## src/source/rv_pkg.sv

```systemverilog
package rv_pkg;

    typedef logic [31:0] word_t;
    typedef logic [31:0] addr_t;
    typedef logic [4:0]  reg_addr_t;

    // operations kept from RV32I
    typedef enum logic [3:0] {
        op_nop,
        op_add,
        op_sub,
        op_and,
        op_or,
        op_xor,
        op_slt,
        op_addi,
        op_lui,
        op_lw,
        op_sw,
        op_beq,
        op_bne,
        op_jal
    } op_t;

    // first fetch address
    localparam addr_t reset_pc = 32'h0000_0000;

    // major opcodes
    localparam logic [6:0] opc_op     = 7'b0110011;
    localparam logic [6:0] opc_op_imm = 7'b0010011;
    localparam logic [6:0] opc_load   = 7'b0000011;
    localparam logic [6:0] opc_store  = 7'b0100011;
    localparam logic [6:0] opc_branch = 7'b1100011;
    localparam logic [6:0] opc_jal    = 7'b1101111;
    localparam logic [6:0] opc_lui    = 7'b0110111;

    // funct7 of register ops
    localparam logic [6:0] f7_base = 7'b0000000;
    localparam logic [6:0] f7_alt  = 7'b0100000;

    // funct3 of register and immediate ops
    localparam logic [2:0] f3_add_sub = 3'b000;
    localparam logic [2:0] f3_slt     = 3'b010;
    localparam logic [2:0] f3_xor     = 3'b100;
    localparam logic [2:0] f3_or      = 3'b110;
    localparam logic [2:0] f3_and     = 3'b111;

    // funct3 of loads, stores and branches
    localparam logic [2:0] f3_word = 3'b010;
    localparam logic [2:0] f3_beq  = 3'b000;
    localparam logic [2:0] f3_bne  = 3'b001;

endpackage

```

## src/source/rv_stage_if.sv

```systemverilog
`timescale 1ns/100ps

// decode to execute
interface issue_if import rv_pkg::*; ();
    logic      valid;
    op_t       op;
    addr_t     pc;
    reg_addr_t rd;
    word_t     rs1_data;
    word_t     rs2_data;
    word_t     imm;

    modport issuer (output valid, op, pc, rd, rs1_data, rs2_data, imm);
    modport executor (input valid, op, pc, rd, rs1_data, rs2_data, imm);
    // hazard check only needs the destination
    modport observer (input valid, rd);
endinterface

// execute to memory access
interface mem_stage_if import rv_pkg::*; ();
    logic      valid;
    op_t       op;
    reg_addr_t rd;
    word_t     result;
    word_t     store_data;

    modport sender (output valid, op, rd, result, store_data);
    modport receiver (input valid, op, rd, result, store_data);
    modport observer (input valid, op, rd, result);
endinterface

```

## src/source/fetch.sv

```systemverilog
`timescale 1ns/100ps

module fetch import rv_pkg::*; (
    input  logic  clk,
    input  logic  rst_n,
    input  logic  pipe_hold,
    input  logic  decode_stall,
    input  logic  flush,
    input  addr_t flush_pc,
    output logic  inst_rden,
    output addr_t inst_raddr,
    input  logic  inst_rvalid,
    input  word_t inst_rdata,
    output logic  fetch_valid,
    output addr_t fetch_pc,
    output word_t fetch_inst
);

    logic  started;
    addr_t pc;
    logic  pending;
    addr_t pending_pc;
    logic  buf_valid;
    addr_t buf_pc;
    word_t buf_inst;
    logic  consume;
    logic  keep;

    // responses seen during a flush belong to squashed requests
    assign fetch_valid = !flush && (buf_valid || (pending && inst_rvalid));
    assign fetch_pc    = buf_valid ? buf_pc : pending_pc;
    assign fetch_inst  = buf_valid ? buf_inst : inst_rdata;

    assign consume = fetch_valid && !decode_stall && !pipe_hold;
    assign keep    = fetch_valid && !consume;

    // new request only if nothing will sit in the buffer afterwards
    assign inst_rden  = started && !pipe_hold &&
                        (flush || (!keep && (!pending || inst_rvalid)));
    assign inst_raddr = flush ? flush_pc : pc;

    always_ff @(posedge clk) begin
        if (!rst_n) begin
            started   <= 1'b0;
            pc        <= reset_pc;
            pending   <= 1'b0;
            buf_valid <= 1'b0;
        end else begin
            started   <= 1'b1;
            pending   <= inst_rden || (pending && !inst_rvalid);
            buf_valid <= keep;
            if (inst_rden) begin
                pc <= inst_raddr + 32'd4;
            end else if (flush) begin
                pc <= flush_pc;
            end
        end
    end

    always_ff @(posedge clk) begin
        if (inst_rden) begin
            pending_pc <= inst_raddr;
        end
        // park the response while decode cannot take it
        if (keep && !buf_valid) begin
            buf_pc   <= pending_pc;
            buf_inst <= inst_rdata;
        end
    end

endmodule

```

## src/source/decode.sv

```systemverilog
`timescale 1ns/100ps

module decode import rv_pkg::*; (
    input  logic      clk,
    input  logic      rst_n,
    input  logic      pipe_hold,
    input  logic      flush,
    input  logic      fetch_valid,
    input  addr_t     fetch_pc,
    input  word_t     fetch_inst,
    output reg_addr_t rs1_addr,
    output reg_addr_t rs2_addr,
    input  word_t     rs1_data,
    input  word_t     rs2_data,
    input  logic      rs1_valid,
    input  logic      rs2_valid,
    output logic      decode_stall,
    issue_if.issuer   issue
);

    logic [6:0] opcode;
    logic [2:0] funct3;
    logic [6:0] funct7;
    op_t        dec_op;
    word_t      dec_imm;
    reg_addr_t  dec_rd;
    logic       writes_rd;
    logic       use_rs1;
    logic       use_rs2;

    assign opcode   = fetch_inst[6:0];
    assign funct3   = fetch_inst[14:12];
    assign funct7   = fetch_inst[31:25];
    assign rs1_addr = fetch_inst[19:15];
    assign rs2_addr = fetch_inst[24:20];

    always_comb begin
        dec_op  = op_nop;
        dec_imm = '0;
        case (opcode)
            opc_op: begin
                if (funct7 == f7_base) begin
                    case (funct3)
                        f3_add_sub: dec_op = op_add;
                        f3_slt:     dec_op = op_slt;
                        f3_xor:     dec_op = op_xor;
                        f3_or:      dec_op = op_or;
                        f3_and:     dec_op = op_and;
                        default:    dec_op = op_nop;
                    endcase
                end else if (funct7 == f7_alt && funct3 == f3_add_sub) begin
                    dec_op = op_sub;
                end
            end
            opc_op_imm: begin
                if (funct3 == f3_add_sub) begin
                    dec_op = op_addi;
                end
                dec_imm = {{20{fetch_inst[31]}}, fetch_inst[31:20]};
            end
            opc_load: begin
                if (funct3 == f3_word) begin
                    dec_op = op_lw;
                end
                dec_imm = {{20{fetch_inst[31]}}, fetch_inst[31:20]};
            end
            opc_store: begin
                if (funct3 == f3_word) begin
                    dec_op = op_sw;
                end
                dec_imm = {{20{fetch_inst[31]}}, fetch_inst[31:25], fetch_inst[11:7]};
            end
            opc_branch: begin
                if (funct3 == f3_beq) begin
                    dec_op = op_beq;
                end else if (funct3 == f3_bne) begin
                    dec_op = op_bne;
                end
                dec_imm = {{19{fetch_inst[31]}}, fetch_inst[31], fetch_inst[7],
                           fetch_inst[30:25], fetch_inst[11:8], 1'b0};
            end
            opc_jal: begin
                dec_op  = op_jal;
                dec_imm = {{11{fetch_inst[31]}}, fetch_inst[31], fetch_inst[19:12],
                           fetch_inst[20], fetch_inst[30:21], 1'b0};
            end
            opc_lui: begin
                dec_op  = op_lui;
                dec_imm = {fetch_inst[31:12], 12'b0};
            end
            default: dec_op = op_nop;
        endcase
    end

    // rd of zero marks an instruction with no register result
    assign writes_rd = !(dec_op inside {op_nop, op_sw, op_beq, op_bne});
    assign dec_rd    = writes_rd ? fetch_inst[11:7] : '0;

    assign use_rs1 = !(dec_op inside {op_nop, op_lui, op_jal});
    assign use_rs2 = dec_op inside {op_add, op_sub, op_and, op_or, op_xor, op_slt,
                                    op_sw, op_beq, op_bne};

    assign decode_stall = fetch_valid &&
                          ((use_rs1 && !rs1_valid) || (use_rs2 && !rs2_valid));

    always_ff @(posedge clk) begin
        if (!rst_n) begin
            issue.valid <= 1'b0;
        end else if (!pipe_hold) begin
            // bubble on stall or flush
            issue.valid <= fetch_valid && !decode_stall && !flush;
        end
    end

    always_ff @(posedge clk) begin
        if (!pipe_hold) begin
            issue.op       <= dec_op;
            issue.pc       <= fetch_pc;
            issue.rd       <= dec_rd;
            issue.rs1_data <= rs1_data;
            issue.rs2_data <= rs2_data;
            issue.imm      <= dec_imm;
        end
    end

endmodule

```

## src/source/reg_file.sv

```systemverilog
`timescale 1ns/100ps

module reg_file import rv_pkg::*; (
    input  logic           clk,
    input  logic           rst_n,
    input  reg_addr_t      rs1_addr,
    input  reg_addr_t      rs2_addr,
    output word_t          rs1_data,
    output word_t          rs2_data,
    output logic           rs1_valid,
    output logic           rs2_valid,
    input  logic           wb_en,
    input  reg_addr_t      wb_rd,
    input  word_t          wb_data,
    issue_if.observer      issue,
    mem_stage_if.observer  mem_stage
);

    word_t regs [32];

    // write-back carries the memory stage result, so it bypasses the array
    function automatic word_t read_data(reg_addr_t addr);
        if (addr == '0) begin
            return '0;
        end
        if (wb_en && wb_rd == addr) begin
            return wb_data;
        end
        return regs[addr];
    endfunction

    function automatic logic read_valid(reg_addr_t addr);
        if (addr == '0) begin
            return 1'b1;
        end
        // result still being computed in execute
        if (issue.valid && issue.rd == addr) begin
            return 1'b0;
        end
        // load data not back yet
        if (mem_stage.valid && mem_stage.op == op_lw && mem_stage.rd == addr &&
            !(wb_en && wb_rd == addr)) begin
            return 1'b0;
        end
        return 1'b1;
    endfunction

    always_comb begin
        rs1_data  = read_data(rs1_addr);
        rs2_data  = read_data(rs2_addr);
        rs1_valid = read_valid(rs1_addr);
        rs2_valid = read_valid(rs2_addr);
    end

    always_ff @(posedge clk) begin
        if (rst_n && wb_en && wb_rd != '0) begin
            regs[wb_rd] <= wb_data;
        end
    end

endmodule

```

## src/source/exec.sv

```systemverilog
`timescale 1ns/100ps

module exec import rv_pkg::*; (
    input  logic          clk,
    input  logic          rst_n,
    input  logic          pipe_hold,
    issue_if.executor     issue,
    output logic          flush,
    output addr_t         flush_pc,
    mem_stage_if.sender   mem_stage
);

    word_t alu_result;
    logic  taken;

    always_comb begin
        case (issue.op)
            op_add:  alu_result = issue.rs1_data + issue.rs2_data;
            op_sub:  alu_result = issue.rs1_data - issue.rs2_data;
            op_and:  alu_result = issue.rs1_data & issue.rs2_data;
            op_or:   alu_result = issue.rs1_data | issue.rs2_data;
            op_xor:  alu_result = issue.rs1_data ^ issue.rs2_data;
            op_slt: begin
                alu_result = {31'b0, $signed(issue.rs1_data) < $signed(issue.rs2_data)};
            end
            // address for loads and stores
            op_addi, op_lw, op_sw: begin
                alu_result = issue.rs1_data + issue.imm;
            end
            op_lui:  alu_result = issue.imm;
            // link value
            op_jal:  alu_result = issue.pc + 32'd4;
            default: alu_result = '0;
        endcase
    end

    always_comb begin
        case (issue.op)
            op_beq:  taken = issue.rs1_data == issue.rs2_data;
            op_bne:  taken = issue.rs1_data != issue.rs2_data;
            op_jal:  taken = 1'b1;
            default: taken = 1'b0;
        endcase
    end

    // redirect while the branch sits here, also during a hold
    assign flush    = issue.valid && taken;
    assign flush_pc = issue.pc + issue.imm;

    always_ff @(posedge clk) begin
        if (!rst_n) begin
            mem_stage.valid <= 1'b0;
        end else if (!pipe_hold) begin
            mem_stage.valid <= issue.valid;
        end
    end

    always_ff @(posedge clk) begin
        if (!pipe_hold) begin
            mem_stage.op         <= issue.op;
            mem_stage.rd         <= issue.rd;
            mem_stage.result     <= alu_result;
            mem_stage.store_data <= issue.rs2_data;
        end
    end

endmodule

```

## src/source/mem_access.sv

```systemverilog
`timescale 1ns/100ps

module mem_access import rv_pkg::*; (
    input  logic           clk,
    input  logic           rst_n,
    input  logic           mmu_wait,
    mem_stage_if.receiver  mem_stage,
    output logic           data_rden,
    output addr_t          data_raddr,
    input  logic           data_rvalid,
    input  word_t          data_rdata,
    output logic           data_wren,
    output addr_t          data_waddr,
    output word_t          data_wdata,
    output logic           wb_en,
    output reg_addr_t      wb_rd,
    output word_t          wb_data,
    output logic           pipe_hold
);

    logic is_load;
    logic is_store;
    logic sent;
    logic done;
    logic load_wait;

    assign is_load  = mem_stage.valid && mem_stage.op == op_lw;
    assign is_store = mem_stage.valid && mem_stage.op == op_sw;

    // one request per instruction
    assign data_rden  = is_load && !sent && !mmu_wait;
    assign data_raddr = mem_stage.result;
    assign data_wren  = is_store && !sent && !mmu_wait;
    assign data_waddr = mem_stage.result;
    assign data_wdata = mem_stage.store_data;

    assign load_wait = is_load && !done && !data_rvalid;
    assign pipe_hold = mmu_wait || load_wait;

    // load data is written in the cycle it arrives
    assign wb_en   = mem_stage.valid && mem_stage.rd != '0 && (!is_load || data_rvalid);
    assign wb_rd   = mem_stage.rd;
    assign wb_data = is_load ? data_rdata : mem_stage.result;

    always_ff @(posedge clk) begin
        if (!rst_n) begin
            sent <= 1'b0;
            done <= 1'b0;
        end else if (!pipe_hold) begin
            sent <= 1'b0;
            done <= 1'b0;
        end else begin
            if (data_rden || data_wren) begin
                sent <= 1'b1;
            end
            // data came back while mmu_wait still holds the stage
            if (data_rvalid) begin
                done <= 1'b1;
            end
        end
    end

endmodule

```

## src/source/rv_core.sv

```systemverilog
`timescale 1ns/100ps

module rv_core import rv_pkg::*; (
    input  logic  clk,
    input  logic  rst_n,
    input  logic  mmu_wait,
    output logic  inst_rden,
    output addr_t inst_raddr,
    input  logic  inst_rvalid,
    input  word_t inst_rdata,
    output logic  data_rden,
    output addr_t data_raddr,
    input  logic  data_rvalid,
    input  word_t data_rdata,
    output logic  data_wren,
    output addr_t data_waddr,
    output word_t data_wdata
);

    logic      pipe_hold;
    logic      decode_stall;
    logic      flush;
    addr_t     flush_pc;
    logic      fetch_valid;
    addr_t     fetch_pc;
    word_t     fetch_inst;
    reg_addr_t rs1_addr;
    reg_addr_t rs2_addr;
    word_t     rs1_data;
    word_t     rs2_data;
    logic      rs1_valid;
    logic      rs2_valid;
    logic      wb_en;
    reg_addr_t wb_rd;
    word_t     wb_data;

    issue_if     issue ();
    mem_stage_if mem_stage ();

    fetch fetch (
        .clk          (clk),
        .rst_n        (rst_n),
        .pipe_hold    (pipe_hold),
        .decode_stall (decode_stall),
        .flush        (flush),
        .flush_pc     (flush_pc),
        .inst_rden    (inst_rden),
        .inst_raddr   (inst_raddr),
        .inst_rvalid  (inst_rvalid),
        .inst_rdata   (inst_rdata),
        .fetch_valid  (fetch_valid),
        .fetch_pc     (fetch_pc),
        .fetch_inst   (fetch_inst)
    );

    decode decode (
        .clk          (clk),
        .rst_n        (rst_n),
        .pipe_hold    (pipe_hold),
        .flush        (flush),
        .fetch_valid  (fetch_valid),
        .fetch_pc     (fetch_pc),
        .fetch_inst   (fetch_inst),
        .rs1_addr     (rs1_addr),
        .rs2_addr     (rs2_addr),
        .rs1_data     (rs1_data),
        .rs2_data     (rs2_data),
        .rs1_valid    (rs1_valid),
        .rs2_valid    (rs2_valid),
        .decode_stall (decode_stall),
        .issue        (issue.issuer)
    );

    reg_file reg_file (
        .clk          (clk),
        .rst_n        (rst_n),
        .rs1_addr     (rs1_addr),
        .rs2_addr     (rs2_addr),
        .rs1_data     (rs1_data),
        .rs2_data     (rs2_data),
        .rs1_valid    (rs1_valid),
        .rs2_valid    (rs2_valid),
        .wb_en        (wb_en),
        .wb_rd        (wb_rd),
        .wb_data      (wb_data),
        .issue        (issue.observer),
        .mem_stage    (mem_stage.observer)
    );

    exec exec (
        .clk          (clk),
        .rst_n        (rst_n),
        .pipe_hold    (pipe_hold),
        .issue        (issue.executor),
        .flush        (flush),
        .flush_pc     (flush_pc),
        .mem_stage    (mem_stage.sender)
    );

    mem_access mem_access (
        .clk          (clk),
        .rst_n        (rst_n),
        .mmu_wait     (mmu_wait),
        .mem_stage    (mem_stage.receiver),
        .data_rden    (data_rden),
        .data_raddr   (data_raddr),
        .data_rvalid  (data_rvalid),
        .data_rdata   (data_rdata),
        .data_wren    (data_wren),
        .data_waddr   (data_waddr),
        .data_wdata   (data_wdata),
        .wb_en        (wb_en),
        .wb_rd        (wb_rd),
        .wb_data      (wb_data),
        .pipe_hold    (pipe_hold)
    );

endmodule

```

## config.mk

```make
export PLATFORM = sky130hd
export DESIGN_NAME = rv_core
export DESIGN_NICKNAME = d
export VERILOG_FILES = /design/src/source/rv_pkg.sv /design/src/source/rv_stage_if.sv /design/src/source/fetch.sv /design/src/source/decode.sv /design/src/source/reg_file.sv /design/src/source/exec.sv /design/src/source/mem_access.sv /design/src/source/rv_core.sv
export SDC_FILE = /design/constraint.sdc
export NUM_CORES = 2
export LEC_CHECK = 0
export BUFFER_PORTS_ARGS = -buffer_cell sky130_fd_sc_hd__buf_2
export CAP_MARGIN = 25
export CORE_MARGIN = 8
export CORE_UTILIZATION = 44
export CTS_BUF_LIST = sky130_fd_sc_hd__clkbuf_4
export DETAILED_ROUTE_END_ITERATION = 8
export GPL_TIMING_DRIVEN = 0
export SLEW_MARGIN = 30
export SYNTH_ARGS = -nofsm -noshare
export SYNTH_HDL_FRONTEND = slang
export SYNTH_HIERARCHICAL = 1
export SYNTH_SLANG_ARGS = --single-unit
```

## constraint.sdc

```tcl
create_clock -name clk -period 6.15 [get_ports clk]
set_input_delay 0.3075 -clock clk [delete_from_list [all_inputs] [get_ports clk]]
set_output_delay 0.3075 -clock clk [all_outputs]
set_load 0.02 [all_outputs]
```

Word-level counts from Yosys, hierarchy flattened

Memory sizes are Yosys's and may differ from the RTL's.
Cells that the tools add are included.

Bits in registers: 345
RAM bits: 1024
Bits of input ports: 69
Output and inout port bits: 131
Word-level logic and storage cells: 207
Memories: 1

Add/sub/neg operators: 6
Order comparisons: 1
Equal/unequal tests: 45
Muxes and demuxes: 56
Bitwise logic cells: 3
Reductions and logical operators: 74

Memories:

| name          | depth | bits a word | read ports | clocked after Yosys merged registers in | write ports | RTL line       | text |
|---|---|---|---|---|---|---|---|
| reg_file.regs | 32    | 32          | 2          | 0                                       | 1           | reg_file.sv:19 | `word_t regs [32];` |

Operator list:

| kind                  | number |
|---|---|
| $mux 32               | 13 |
| $pmux 32 s9           | 1 |
| $pmux 32 s5           | 1 |
| $add 32x32->32        | 3 |
| $add 32x3->32 const B | 2 |
| $eq 4x4->1 const B    | 13 |
| $logic_and 1x1->1     | 36 |
| $and 32x32->32        | 1 |
| $eq 32x32->1          | 1 |
| $lt 32x32->1          | 1 |
| $ne 32x32->1          | 1 |
| $or 32x32->32         | 1 |
| $sub 32x32->32        | 1 |
| $xor 32x32->32        | 1 |
| $mux 1                | 31 |
| $eq 4x3->1 const B    | 7 |
| $eq 7x6->1 const B    | 4 |
| $pmux 4 s7            | 1 |
| $eq 5x5->1            | 4 |
| $mux 4                | 5 |
| $logic_not 1->1       | 18 |
| $eq 4x2->1 const B    | 4 |
| $pmux 3 s5            | 1 |
| $eq 7x7->1 const B    | 2 |
| 21 further kinds      | 32 |

Longest topological paths before layout

Depth after elaboration: 28
Mapped depth: 23
Depth with buffers taken out: 17

Modules after synthesis

Netlist, hierarchy kept.

By module, submodules not included:

| module     | instances | cells each | area each (µm²) | sequential area each (µm²) |
|---|---|---|---|---|
| reg_file   | 1         | 2551       | 48116.1         | 30749.5 |
| exec       | 1         | 1295       | 10562.6         | 2212.1 |
| fetch      | 1         | 408        | 5853.1          | 3583.4 |
| decode     | 1         | 267        | 5011.1          | 4134.0 |
| mem_access | 1         | 154        | 1443.9          | 40.0 |

Worst setup path before layout

Ideal clock, no wire load.

Path kind: register to register
Start: register fetch.buf_valid
End: register fetch.buf_inst[0] (enable)
Setup time: 0.486 ns
Arrival: 6.226 ns
Data required time: 5.664 ns
Slack: -0.562 ns
Cell stages (with the launch flop): 20
Buffers on the path: 7
Clock period less this slack: 6.712 ns
Path through: dfxtp_1 clkbuf_1 clkbuf_1 mux2_2 buf_4 buf_4 buf_2 buf_2 buf_4 xor2_1 nor4_1 nand3_1 a21o_1 a31oi_1 o21ai_0 nand2_1 o21a_1 o21ba_4 nand2_1 nor2_1

Word-level cells in the longest chain between the ends: 21
Elaborated cells on any way between the ends: 94
Those cells by class: eq/ne: 28; mux: 32; reduce/logical: 34

RTL lines:

| element                          | RTL line                       | text |
|---|---|---|
| from (decl)                      | fetch.sv:23                    | `logic buf_valid;` |
| from (signal assigned)           | fetch.sv:51                    | `buf_valid <= keep;` |
| $mux 32 *                        | fetch.sv:32                    | `assign fetch_inst = buf_valid ? buf_inst : inst_rdata;` |
| net fetch_inst[17]               | rv_core.sv:26                  | `word_t fetch_inst;` |
| $eq 5x5->1                       | reg_file.sv:41, reg_file.sv:42 |  |
| $logic_and 1x1->1                | reg_file.sv:42                 | `!(wb_en && wb_rd == addr)) begin` |
| $logic_not 1->1                  | reg_file.sv:42                 |  |
| $logic_and 1x1->1                | reg_file.sv:41                 | `if (mem_stage.valid && mem_stage.op == op_lw && mem_stage.rd == addr &&` |
| $mux 1 (2 in a row)              | reg_file.sv:41                 |  |
| $mux 1                           | reg_file.sv:37                 | `if (issue.valid && issue.rd == addr) begin` |
| [... 3 more ...]                 | -                              |  |
| net rs1_valid                    | rv_core.sv:31                  | `logic rs1_valid;` |
| [... 2 more ...]                 | -                              |  |
| $logic_or 1x1->1 *               | decode.sv:104                  | `((use_rs1 && !rs1_valid) \|\| (use_rs2 && !rs2_valid));` |
| $logic_and 1x1->1 *              | decode.sv:103                  | `assign decode_stall = fetch_valid &&` |
| net decode_stall                 | rv_core.sv:21                  | `logic decode_stall;` |
| $logic_not 1->1 *                | fetch.sv:34                    | `assign consume = fetch_valid && !decode_stall && !pipe_hold;` |
| $logic_and 1x1->1 * (2 in a row) | fetch.sv:34                    |  |
| $logic_not 1->1 *                | fetch.sv:35                    | `assign keep = fetch_valid && !consume;` |
| $logic_and 1x1->1 *              | fetch.sv:35                    |  |
| $logic_and 1x1->1 *              | fetch.sv:65                    | `if (keep && !buf_valid) begin` |
| to (signal assigned)             | fetch.sv:67                    | `buf_inst <= inst_rdata;` |
| to (decl)                        | fetch.sv:25                    | `word_t buf_inst;` |

The timed path passes the listed nets; every way through them passes the cells marked *. The select of a mux whose other input is x is not followed.
A chain may end at the register's enable or synchronous reset.

Worst setup path after layout

Start: register fetch.buf_valid
End: output inst_rden

Word-level cells in the longest chain between the ends: 24
Elaborated cells on any way between the ends: 96
Those cells by class: eq/ne: 28; mux: 32; reduce/logical: 36

RTL lines:

| element                          | RTL line                       | text |
|---|---|---|
| $mux 32 *                        | fetch.sv:32                    |  |
| net fetch_inst[16]               | rv_core.sv:26                  |  |
| $eq 5x5->1                       | reg_file.sv:41, reg_file.sv:42 |  |
| $logic_and 1x1->1                | reg_file.sv:42                 |  |
| $logic_not 1->1                  | reg_file.sv:42                 |  |
| $logic_and 1x1->1                | reg_file.sv:41                 |  |
| $mux 1 (2 in a row)              | reg_file.sv:41                 |  |
| $mux 1                           | reg_file.sv:37                 |  |
| [... 3 more ...]                 | -                              |  |
| net rs1_valid                    | rv_core.sv:31                  |  |
| [... 4 more ...]                 | -                              |  |
| net decode_stall                 | rv_core.sv:21                  |  |
| $logic_not 1->1 *                | fetch.sv:34                    |  |
| $logic_and 1x1->1 * (2 in a row) | fetch.sv:34                    |  |
| $logic_not 1->1 *                | fetch.sv:35                    |  |
| $logic_and 1x1->1 *              | fetch.sv:35                    |  |
| $logic_not 1->1 *                | fetch.sv:39                    | `(flush \|\| (!keep && (!pending \|\| inst_rvalid)));` |
| $logic_and 1x1->1 *              | fetch.sv:39                    |  |
| $logic_or 1x1->1 *               | fetch.sv:39                    |  |
| $logic_and 1x1->1 *              | fetch.sv:38                    | `assign inst_rden = started && !pipe_hold &&` |
| to (decl)                        | rv_core.sv:7                   | `output logic inst_rden,` |

Marks and branches as above.

==> out/qor.txt <==
Synth warn -> 6
Yosys cell types -> 109
Register area share after synthesis -> 0.574
Main combinational cell family by area after synthesis -> multiplexers
Clock tree buffer depth -> 4
Slew HR -> 0.233
Syn Area/Cell -> 15.2 um^2
Vias in the first global route -> 49903
Critical Path RT -> 5.84 ns
Top post-synthesis cells by area -> edfxtp_1, mux4_2, mux2i_1, ha_1, buf_4
Setup violators final -> 0
Fmax -> 169 MHz
1st-pass router iterations -> 6
Placed cell area -> 0.0770 mm^2
Nets -> 5734
TritonCTS clock tree -> done
Routed Antenna Nets -> 0
GPL Wtd Cong -> 1.00
Clk root buf -> clkbuf_4
Initial antenna violation count -> 14
I/O pin cnt -> 200
CP Launch Type -> flip-flop
Clk sinks -> 1369
Mapped Cells -> 4675
Max-cap viol count -> 0
Layout cell share with drive strength beyond 1 -> 0.318
Layout area overhead -> 16.8%
Port bufs -> 199
Placed cells -> 7146
WL final -> 286000 um
Cell type with the largest total area after synthesis -> edfxtp_1
PnR worst setup slack -> 0.217 ns
Setup WS pre-CTS -> -0.692 ns
Chip Height -> 418 um
Synthesized flop and latch total -> 1369
Crit. End Element -> primary output
Residual DRC count -> 0
Synth Area in Compound Gates -> 0.0967
P_leak -> 0.0301 uW
Worst-Margin Slew -> 1.15 ns
Crit share post-route -> 0.965
Post-Layout Cell Count -> 7907
Inserted Clock Buffers -> 372
Fin area -> 0.0829 mm^2
Vias per inst -> 6.47
Chip Width -> 418 um
Max-slew violation count -> 0
Worst setup path class -> reg2out
Rows -> 147
DRT iter0 DRCs -> 7473
Area share of the largest cell type after synthesis -> 0.563
Pwr Density -> 271 mW/mm^2
Xor and xnor area share after synthesis -> 0.0170
Final Hold Fails -> 0
Setup TNS -> 0 ns
Drt wl/cell -> 36.1 um
Clk_lat worst skew -> 1.36 ns
Adder-cell area share of the yosys netlist -> 0.0305
Status -> finished clean
EDFF count, synth -> 1330
Core area -> 0.160 mm^2
Pwr Total -> 22500 uW
Post-layout min period -> 5.93 ns
Post-synth ARST share -> 0
Post-synthesis mux area share -> 0.188
VDD IR-drop max -> 0.215 mV
CTS H-tree lvls -> 5
Global-route wire length before repair -> 388000 um
Worst-path clk slew -> 0.07 ns
Total GRT Usage -> 0.317
Largest net degree at the start of global routing -> 83
HPWL after DPL -> 208000 um
Max FO, Critical Path -> 19
CP arrival -> 5.63 ns
Mapped Area -> 0.0710 mm^2
Vias -> 51143
Clock skew -> 0.148 ns
Total grt overflow -> 0
Tightest Hold Check Type -> in2reg
Post-synth top flop -> edfxtp_1
Starting Density -> 0.443
Simple logic cell fraction of the synthesized area -> 0.0518
Die area -> 0.174 mm^2
through the flow:
stage                util  hold slack [ns]
finish              0.517            0.126
global route        0.517           0.0592
CTS                 0.517          0.00397
detailed placement  0.480            0.435
global placement    0.466            0.427
floorplan               -            0.335
final cells by class:
cell class | instances | area [um^2]
timing repair buffer | 425 | 4190
inverter | 134 | 513
clock inverter | 102 | 495
clock buffer | 518 | 3890
tap | 2160 | 2700
buffer | 401 | 2570
fill | 13609 | 77400
sequential | 1369 | 40700
multi-input combinational | 2791 | 27800
antenna | 7 | 17.5
placed cells by master (no fill, tap or decap), types with 24 or more instances in the layout:
master | Yosys | final
nand3_1 | 67 | 66
o221ai_1 | 52 | 52
xor2_1 | 53 | 53
mux2i_1 | 288 | 288
edfxtp_1 | 1330 | 1330
clkinv_1 | 0 | 70
buf_16 | 0 | 58
nor2b_1 | 38 | 38
nor2_1 | 141 | 108
nor2_4 | 0 | 31
a31oi_1 | 24 | 24
nor3_1 | 43 | 35
xnor2_1 | 85 | 85
dlygate4sd3_1 | 0 | 109
nand4_1 | 28 | 28
buf_2 | 80 | 277
clkbuf_4 | 1 | 519
o21ai_0 | 116 | 116
mux4_2 | 399 | 399
a21o_1 | 52 | 52
buf_4 | 150 | 200
o211ai_1 | 35 | 35
and2_1 | 27 | 27
o22ai_1 | 42 | 42
mux2_4 | 28 | 28
a22oi_1 | 143 | 143
a22o_1 | 67 | 67
inv_1 | 134 | 132
nand2_1 | 162 | 161
buf_6 | 22 | 26
a21oi_1 | 171 | 170
ha_1 | 168 | 163
a211oi_1 | 68 | 50
nand2b_1 | 25 | 25
mux2_2 | 94 | 94
dfxtp_1 | 39 | 38
conb_1 | 1 | 32
and3_1 | 24 | 24
clkbuf_1 | 136 | 99
clkbuf_2 | 0 | 26
cells by family after synthesis:
group	after synthesis
xor+xnor	138
compound gates	951
buf+inv	546
fa+ha+maj	171
simple gates	690
flops	1369
other cells	1
mux	809
worst paths after layout:
check,startpoint,end,slack (ns),cells past startpoint
worst max-delay path,fetch/buf_valid,inst_rden,0.22,18
worst min-delay path,inst_rdata[16],decode/issue.imm[16],0.13,4
worst max register to register,decode/issue.op[3],exec/mem_stage.result[30],0.25,18
worst min register to register,fetch/pending_pc[10],fetch/buf_pc[10],0.40,0
what timing repair did:
| action | CTS | global route |
|---|---|---|
| hold endpoints to repair | 1355 | 0 |
| buffers inserted | 34 | 3 |
| pin swaps | 8 | 2 |
| resized for setup | 42 | 3 |
| setup endpoints to repair | 139 | 1 |
| hold buffers | 109 | 0 |
cell usage after synthesis (all sizes together) (9+ instances only):
| master | instances |
|---|---|
| nor4 | 19 |
| and2 | 29 |
| a221oi | 22 |
| o221a | 15 |
| o221ai | 54 |
| nand2b | 25 |
| mux4 | 399 |
| o2111ai | 10 |
| a22oi | 143 |
| a211oi | 70 |
| a21o | 52 |
| a31oi | 25 |
| mux2i | 288 |
| edfxtp | 1330 |
| nor3b | 16 |
| xnor2 | 85 |
| a22o | 67 |
| buf | 275 |
| and4 | 15 |
| o21ai | 122 |
| nand4 | 29 |
| ha | 168 |
| inv | 134 |
| nand2 | 165 |
| nand3 | 69 |
| and3 | 24 |
| dfxtp | 39 |
| a21oi | 172 |
| xor2 | 53 |
| clkbuf | 137 |
| a221o | 17 |
| o21bai | 21 |
| o31ai | 12 |
| or2 | 12 |
| nor2 | 143 |
| or3 | 9 |
| mux2 | 122 |
| o21a | 13 |
| o22ai | 42 |
| nor2b | 38 |
| nand3b | 13 |
| o211ai | 35 |
| nor3 | 45 |
| or4 | 15 |
per-layer routing:
| metal | track usage | part of all wire | vias up |
|---|---|---|---|
| met3 | 0.0946 | 0.12 | 832 |
| met4 | 0.193 | 0.073 | 8 |
| met5 | 0 | 0.00019 | - |
| met2 | 0.495 | 0.45 | 3683 |
| li1 | - | - | 20705 |
| met1 | 0.390 | 0.35 | 25915 |
power by group:
group          internal, uW  total [uW]  leakage (uW)  switching (uW)
registers             10600       10800        0.0126             214
logic                  1300        3780        0.0148            2480
clock network          3990        7880       0.00264            3890
total                 15900       22500        0.0301            6580
worst max-delay path: stages (launching register included):
cell and delay, ns:
dfxtp_4 0.46, clkbuf_8 0.23, mux2_2 0.18, buf_4 0.13
buf_2 0.35, buf_2 0.40, buf_4 0.39, buf_6 0.30
xnor2_1 0.11, nand4_1 0.09, a21o_1 0.20, a31oi_1 0.06
o21ai_0 0.10, nand2_1 0.13, o21a_1 0.23, o21ba_4 0.23
a211oi_4 0.25, buf_8 0.24, buf_4 0.17
flip-flops by register name (all words and copies together) (netlist names), 5 cells and up:
signal / cells
reg_file/regs: 1024
decode/issue.imm: 32
decode/issue.pc: 32
decode/issue.rs1_data: 32
decode/issue.rs2_data: 32
exec/mem_stage.result: 32
exec/mem_stage.store_data: 32
fetch/buf_inst: 32
fetch/buf_pc: 32
fetch/pc: 32
fetch/pending_pc: 32
decode/issue.rd: 5
exec/mem_stage.rd: 5
No activity file was read; power rests on OpenSTA's default activity.
